**src/rtl/riscv_icu_pkg.sv**
```systemverilog
`default_nettype none

package riscv_icu_pkg;

  typedef logic [63:0] xlen_t;     // one full register word.
  typedef logic [31:0] word_t;     // low word used by the w forms.
  typedef logic [5:0]  alu_ctrl_t;
  typedef logic [3:0]  bcond_t;    // bit 3 flags a branch, bits 2:0 are funct3.
  typedef logic [3:0]  mulctrl_t;  // bit 3 is the start strobe.
  typedef logic [3:0]  divctrl_t;  // bit 3 is the start strobe.
  typedef logic [1:0]  funcsel_t;

  typedef enum logic [1:0] {DIV_IDLE, DIV_RUN, DIV_DONE} div_state_t;

  localparam int DIV_ITERS = 64;  // one restoring step per dividend bit.

  localparam alu_ctrl_t ALU_ADD   = 6'd0;
  localparam alu_ctrl_t ALU_SUB   = 6'd1;
  localparam alu_ctrl_t ALU_SLL   = 6'd2;
  localparam alu_ctrl_t ALU_SLT   = 6'd3;
  localparam alu_ctrl_t ALU_SLTU  = 6'd4;
  localparam alu_ctrl_t ALU_XOR   = 6'd5;
  localparam alu_ctrl_t ALU_SRL   = 6'd6;
  localparam alu_ctrl_t ALU_SRA   = 6'd7;
  localparam alu_ctrl_t ALU_OR    = 6'd8;
  localparam alu_ctrl_t ALU_AND   = 6'd9;
  localparam alu_ctrl_t ALU_ADDW  = 6'd10;
  localparam alu_ctrl_t ALU_SUBW  = 6'd11;
  localparam alu_ctrl_t ALU_SLLW  = 6'd12;
  localparam alu_ctrl_t ALU_SRLW  = 6'd13;
  localparam alu_ctrl_t ALU_SRAW  = 6'd14;
  localparam alu_ctrl_t ALU_PASS2 = 6'd15;  // lui result comes in on rs2.

  localparam logic [2:0] BR_EQ  = 3'b000;
  localparam logic [2:0] BR_NE  = 3'b001;
  localparam logic [2:0] BR_LT  = 3'b100;
  localparam logic [2:0] BR_GE  = 3'b101;
  localparam logic [2:0] BR_LTU = 3'b110;
  localparam logic [2:0] BR_GEU = 3'b111;

  localparam logic [2:0] MUL_LO  = 3'd0;
  localparam logic [2:0] MUL_HSS = 3'd1;
  localparam logic [2:0] MUL_HSU = 3'd2;
  localparam logic [2:0] MUL_HUU = 3'd3;
  localparam logic [2:0] MUL_W   = 3'd4;

  // bit 0 marks unsigned, bit 1 remainder, bit 2 the word form.
  localparam logic [2:0] DIV_S  = 3'd0;
  localparam logic [2:0] DIV_U  = 3'd1;
  localparam logic [2:0] REM_S  = 3'd2;
  localparam logic [2:0] REM_U  = 3'd3;
  localparam logic [2:0] DIV_SW = 3'd4;
  localparam logic [2:0] DIV_UW = 3'd5;
  localparam logic [2:0] REM_SW = 3'd6;
  localparam logic [2:0] REM_UW = 3'd7;

  localparam funcsel_t FSEL_MUL = 2'd0;
  localparam funcsel_t FSEL_DIV = 2'd1;
  localparam funcsel_t FSEL_ALU = 2'd2;

  function automatic xlen_t sext_w(input word_t w);
    return {{32{w[31]}}, w};
  endfunction

endpackage

`default_nettype wire

```
**src/rtl/riscv_branch.sv**
```systemverilog
`default_nettype none
`timescale 1ns/1ns

module riscv_branch import riscv_icu_pkg::*; (
  input  bcond_t i_riscv_branch_cond,
  input  xlen_t  i_riscv_branch_rs1data,
  input  xlen_t  i_riscv_branch_rs2data,
  output logic   o_riscv_branch_taken
);

  logic eq;
  logic lt;
  logic ltu;
  logic cond;

  assign eq  = i_riscv_branch_rs1data == i_riscv_branch_rs2data;
  assign lt  = $signed(i_riscv_branch_rs1data) < $signed(i_riscv_branch_rs2data);
  assign ltu = i_riscv_branch_rs1data < i_riscv_branch_rs2data;

  always_comb begin
    case (i_riscv_branch_cond[2:0])
      BR_EQ:   cond = eq;
      BR_NE:   cond = !eq;
      BR_LT:   cond = lt;
      BR_GE:   cond = !lt;
      BR_LTU:  cond = ltu;
      BR_GEU:  cond = !ltu;
      default: cond = 1'b0;  // funct3 010 and 011 encode no branch.
    endcase
  end

  // non-branch instructions share the operand path, so the flag gates the result.
  assign o_riscv_branch_taken = i_riscv_branch_cond[3] & cond;

endmodule

`default_nettype wire

```
**config.mk**
```make
export PLATFORM = sky130hd
export DESIGN_NAME = riscv_branch
export DESIGN_NICKNAME = d
export VERILOG_FILES = /design/src/rtl/riscv_icu_pkg.sv /design/src/rtl/riscv_branch.sv
export SDC_FILE = /design/constraint.sdc
export NUM_CORES = 1
export LEC_CHECK = 0
export BUFFER_PORTS_ARGS = -buffer_cell sky130_fd_sc_hd__buf_2
export CAP_MARGIN = 20
export CELL_PAD_IN_SITES_DETAIL_PLACEMENT = 2
export CELL_PAD_IN_SITES_GLOBAL_PLACEMENT = 2
export CORE_AREA = 3 3 98 100
export DETAILED_ROUTE_END_ITERATION = 16
export DIE_AREA = 0 0 101 103
export GPL_ROUTABILITY_DRIVEN = 0
export MAX_ROUTING_LAYER = met4
export PLACE_DENSITY = 0.85
export REMOVE_ABC_BUFFERS = 1
export SYNTH_ARGS = -nofsm -noshare
export SYNTH_HDL_FRONTEND = slang
export SYNTH_SLANG_ARGS = --single-unit
```
**constraint.sdc**
```tcl
create_clock -name vclk -period 2.39
set_input_delay 0.239 -clock vclk [all_inputs]
set_output_delay 0.239 -clock vclk [all_outputs]
set_load 0.02 [all_outputs]
```
==> results.toml, run 1 <==
[floorplan]
ios = 133
coreArea_um2 = 8763
die_h_um = 103
rows = 34
fp.dieW_um = 101
start_util = 0.2003
dieArea_um2 = 10400

[outcome]
violations = "setup timing"
status = "finished with violations"

[timing]
rsz0062_at_grt = "true"
finalSetupTns_ns = -0.2482
setup-violations-final = 1
hold_viol = 0
worst_slew_pin_slew_ns = 0.2776
worst_slack_ns = -0.2482
slew_headroom = 0.8134
finalCritPeriodShare = 1.104
finalMaxSlewViolations = 0
hold-worst-slack_ns = 1.036
min_period_ns = 2.638
fmax_mhz = 379.0

[power]
irDropWorstVdd_v = 0.00003658
p_total_mw = 0.4326
p_leak_nw = 1.727
p_per_area_nw_per_um2 = 155.9

[global_routing]
first_global_vias = 2555
grt_usage = 0.1304
grt_pass1_wl_um = 10960
grt_max_degree = 4
overflow = 0
grt_antenna_before_repair = 0

[critical_path]
critPathKind = "input port to primary output"
crit_fanout = 2
startpoint = "i_riscv_branch_rs2data[49]"
worstSetupStartpointType = "input port"
endpoint = "o_riscv_branch_taken"
crit_path_end_kind = "primary output"
worstPathRequired_ns = 2.15
crit_arrival_ns = 2.40

[yosys]
avgSynthCellArea_um2 = 7.284
yosys.area_share.simple = 0.2117
synthXorXnorAreaFrac = 0.009979
synthDistinctLibCells = 32
ys_seq_area_frac = 0
syn_area_um2 = 1755
synth_compound_area_frac = 0.1810
syn-instance-count = 241
synthMuxAreaShare = 0
yosys_warnings = 0
synth_top_family_by_area = "adder cells"
synth_fa_ha_area_frac = 0.4562

[detailed_routing]
vias = 2267
first_pass_iters = 4
post-route-drc-count = 0
ant_nets = 0
wl_um = 6868
wl_per_cell_um = 13.79
drt_iter0_markers = 18
drt-vias-per-instance = 4.552

[cells_and_area]
area_growth_pct = 58.02
layout_common_cells = "132 x buf_2, 65 x inv_1, 58 x ha_1, 26 x a21oi_1, 16 x buf_4"
final_common_cell = "buf_2"
drive_above_1_share = 0.4385
nClkBuffers = 0
post-route-util = 0.3165
n_antenna_cell = 0
final-seq-area_um2 = 0
nets = 588
seq_cell_count = 0
design_area_um2 = 2774

[placed_design]
portBuffers = 133
dp_hpwl_um = 6632
placed_area_um2 = 2676

[worst_hold_path]
hold_path_class = "input port to primary output"

[job]
maxCapViolCount = 0

[clock_tree]
ctsHoldBuffers = 0
cells in the mapped netlist (3+ instances only):
cell	number	area [um^2]
a21oi_1	27	135.1
inv_1	66	247.7
a21o_1	10	75.07
nand4_1	10	62.56
nand3_1	7	35.03
o21ai_0	6	30.03
nand4_2	4	50.05
nand2_1	11	41.29
nor3_1	3	15.01
nor2_1	9	33.78
ha_1	64	800.8
stage by stage:
step	cells	worst slack, ns
global route	498	-0.4041
global placement	498	-0.2541
CTS	498	-0.2583
finish	498	-0.2482
detailed placement	498	-0.3622
floorplan	241	0.05412
cell type report:
type / instances / area (um^2)
inverters: 66 / 247.7
repair buffers: 149 / 792.0
well taps: 108 / 135.1
fillers: 1071 / 5989
multi-input cells: 175 / 1599
report_power, final:
group	total (mW)	internal, mW	switching, mW
registers	0	0	0
clock network	0	0	0
logic	0.433	0.228	0.204
total	0.433	0.228	0.204
critical path, stage by stage:
cell,delay (ns)
buf_2,0.08
inv_1,0.06
ha_4,0.27
nand4_1,0.17
nor4_4,0.36
nand4_1,0.18
nor2_1,0.16
xnor2_1,0.13
nor4b_1,0.07
or4_1,0.52
buf_6,0.16
kinds of logic (layout without fill, tap and decap cells):
| family | count (synthesis) | after routing |
|---|---|---|
| AND/OR/NAND/NOR | 56 | 56 |
| buffers and inverters | 66 | 215 |
| XOR/XNOR | 2 | 2 |
| AO/OA/AOI/OAI | 53 | 53 |
| adder cells (fa/ha/maj) | 64 | 64 |
metal layers:
layer,part of all wire,track usage
met1,0.39,0.1414
met2,0.56,0.2734
met3,0.049,0.002030
met4,0.0058,0.007157
met5,0,-
worst min-delay path by stage:
stage	start	to	slack, ns	cells after the start
6_report	i_riscv_branch_cond[3]	o_riscv_branch_taken	1.04	5
3_3_place_gp	i_riscv_branch_cond[3]	o_riscv_branch_taken	1.04	5
4_1_cts	i_riscv_branch_cond[3]	o_riscv_branch_taken	1.03	5
5_1_grt	i_riscv_branch_cond[3]	o_riscv_branch_taken	1.11	5
2_1_floorplan	i_riscv_branch_cond[2]	o_riscv_branch_taken	0.85	3
3_5_place_dp	i_riscv_branch_cond[3]	o_riscv_branch_taken	1.06	5
repair_timing:
| action | CTS | global route |
|---|---|---|
| pin swaps | 10 | 1 |
| buffers inserted | 0 | 0 |
| setup endpoints to repair | 1 | 1 |
| resized for setup | 13 | 0 |
| endpoints found under the hold margin | 0 | 0 |
No activity file was read; power rests on OpenSTA's default activity.
==> run 2, diff against run 1 <==
--- a/config.mk
+++ b/config.mk
@@ -9,10 +9,10 @@
 export CAP_MARGIN = 20
-export CELL_PAD_IN_SITES_DETAIL_PLACEMENT = 2
-export CELL_PAD_IN_SITES_GLOBAL_PLACEMENT = 2
-export CORE_AREA = 3 3 98 100
+export CELL_PAD_IN_SITES_DETAIL_PLACEMENT = 0
+export CELL_PAD_IN_SITES_GLOBAL_PLACEMENT = 1
+export CORE_AREA = 3 3 84 86
 export DETAILED_ROUTE_END_ITERATION = 16
-export DIE_AREA = 0 0 101 103
+export DIE_AREA = 0 0 87 89
 export GPL_ROUTABILITY_DRIVEN = 0
 export MAX_ROUTING_LAYER = met4
-export PLACE_DENSITY = 0.85
+export PLACE_DENSITY = 0.93
 export REMOVE_ABC_BUFFERS = 1
==> constraint.sdc (replaced) <==
create_clock -name vclk -period 2.39
set_input_delay 0.478 -clock vclk [all_inputs]
set_output_delay 0.478 -clock vclk [all_outputs]
set_load 0.02 [all_outputs]
==> results.toml, run 2 (synthesized netlist as in run 1, its figures left out) <==
[power]
irDropWorstVdd_v = 0.00006786
comb_power_share = 1.000
p_leak_nw = 1.723
seqPwrFrac = 0
p_int_mw = 0.2242
swShare = 0.4494
clockPowerShare = 0
p_per_area_nw_per_um2 = 150.4
power_switching_mw = 0.1830

[placed_design]
dp_hpwl_um = 4732
dp_cells = 466
portBuffers = 133

[floorplan]
die_h_um = 89
dieArea_um2 = 7743
fp.dieW_um = 87
ios = 133
start_util = 0.2765
rows = 29
coreArea_um2 = 6350

[detailed_routing]
first_pass_iters = 3
wl_per_cell_um = 10.61
vias = 2087
ant_nets = 0
wl_um = 4955
post-route-drc-count = 0
drt-vias-per-instance = 4.469
drt_iter0_markers = 21

[global_routing]
grt_max_degree = 4
grt_usage = 0.1174
grt_antenna_before_repair = 0
grt_pass1_wl_um = 7603
overflow = 0
first_global_vias = 2039

[cells_and_area]
final-seq-area_um2 = 0
drive_above_1_share = 0.4333
layoutNonFillerInstCount = 467
final_common_cell = "buf_2"
area_growth_pct = 54.24
nClkBuffers = 0
n_antenna_cell = 0
seq_cell_count = 0
layout_common_cells = "132 x buf_2, 65 x inv_1, 60 x ha_1, 26 x a21oi_1, 16 x buf_4"
nets = 588

[timing]
worst_slack_ns = -0.7066
rsz0062_at_grt = "true"
slew_headroom = 0.8222
finalSetupTns_ns = -0.7066
hold_viol = 0
min_period_ns = 3.097
worst_slew_pin_slew_ns = 0.2630
finalCritPeriodShare = 1.296
finalMaxSlewViolations = 0
fmax_mhz = 322.9
setup-violations-final = 1

[critical_path]
worstSetupStartpointType = "input port"
critPathKind = "input port to primary output"
path_common_cell = "nand4_1"
slowest_delay_ns = 0.42
cpMaxStageDelayCell = "or4_4"
crit_arrival_ns = 2.62
crit_chain = "buf_2 -> inv_1 -> ha_4 -> nand4_1 -> nor4_4 -> nand4_1 -> a31oi_1 -> nor4_2 -> and3_1 -> or4_4 -> buf_6"
crit_path_end_kind = "primary output"
crit_buf_inv = 3
crit_family = "simple AND/OR/NAND/NOR gates"
crit_fanout = 2
worstPathRequired_ns = 1.91

[outcome]
status = "finished with violations"
violations = "setup timing"

[worst_hold_path]
hold_path_class = "input port to primary output"

[clock_tree]
ctsHoldBuffers = 0

[job]
maxCapViolCount = 0
==> run 2: cell counts in the layout (fill, tap and decap cells not counted) <==
No cell type changed its count.
==> run 2: path summary, 6_finish.rpt <==
path                              endpoint                       start  cells after the start
worst min-delay path  o_riscv_branch_taken      i_riscv_branch_cond[2]                      5
worst max-delay path  o_riscv_branch_taken  i_riscv_branch_rs2data[50]                     11
==> run 2: per-layer routing <==
metal | track usage | part of all wire | vias up
li1 | - | - | 1138
met1 | 0.1334 | 0.41 | 874
met2 | 0.2333 | 0.50 | 75
met3 | 0.01198 | 0.093 | 0
met4 | 0 | 0 | 0
met5 | - | 0 | -
==> run 2: area by class of cell <==
cell class / count / area, um^2
fill: 670 / 3642
inverter: 66 / 247.7
tap: 77 / 96.34
multi-input combinational: 175 / 1572
timing repair buffer: 149 / 792.0
==> run 2: stage by stage <==
step / setup WS (ns) / power (mW) / cell area [um^2] / util / hold WS (ns)
2_1_floorplan: -0.4239 / 0.2114 / 1755 / - / 1.325
3_3_place_gp: -0.6956 / 0.3812 / 2630 / 0.4142 / 1.507
3_5_place_dp: -0.7676 / 0.3940 / 2630 / 0.4142 / 1.530
4_1_cts: -0.6918 / 0.4126 / 2701 / 0.4254 / 1.512
5_1_grt: -0.8599 / 0.4703 / 2708 / 0.4264 / 1.579
6_report: -0.7066 / 0.4073 / 2708 / 0.4264 / 1.507
==> run 2: repair_timing <==
action	in CTS	in global routing
setup endpoints to repair	1	1
gates resized for setup	9	1
pin swaps	6	0
setup buffers	1	0
==> run 2: power by group through the flow <==
stage / clock (mW) / combinational (mW) / sequential, mW
3_3_place_gp: 0 / 0.381 / 0
4_1_cts: 0 / 0.413 / 0
6_report: 0 / 0.407 / 0
2_1_floorplan: 0 / 0.211 / 0
3_5_place_dp: 0 / 0.394 / 0
5_1_grt: 0 / 0.470 / 0
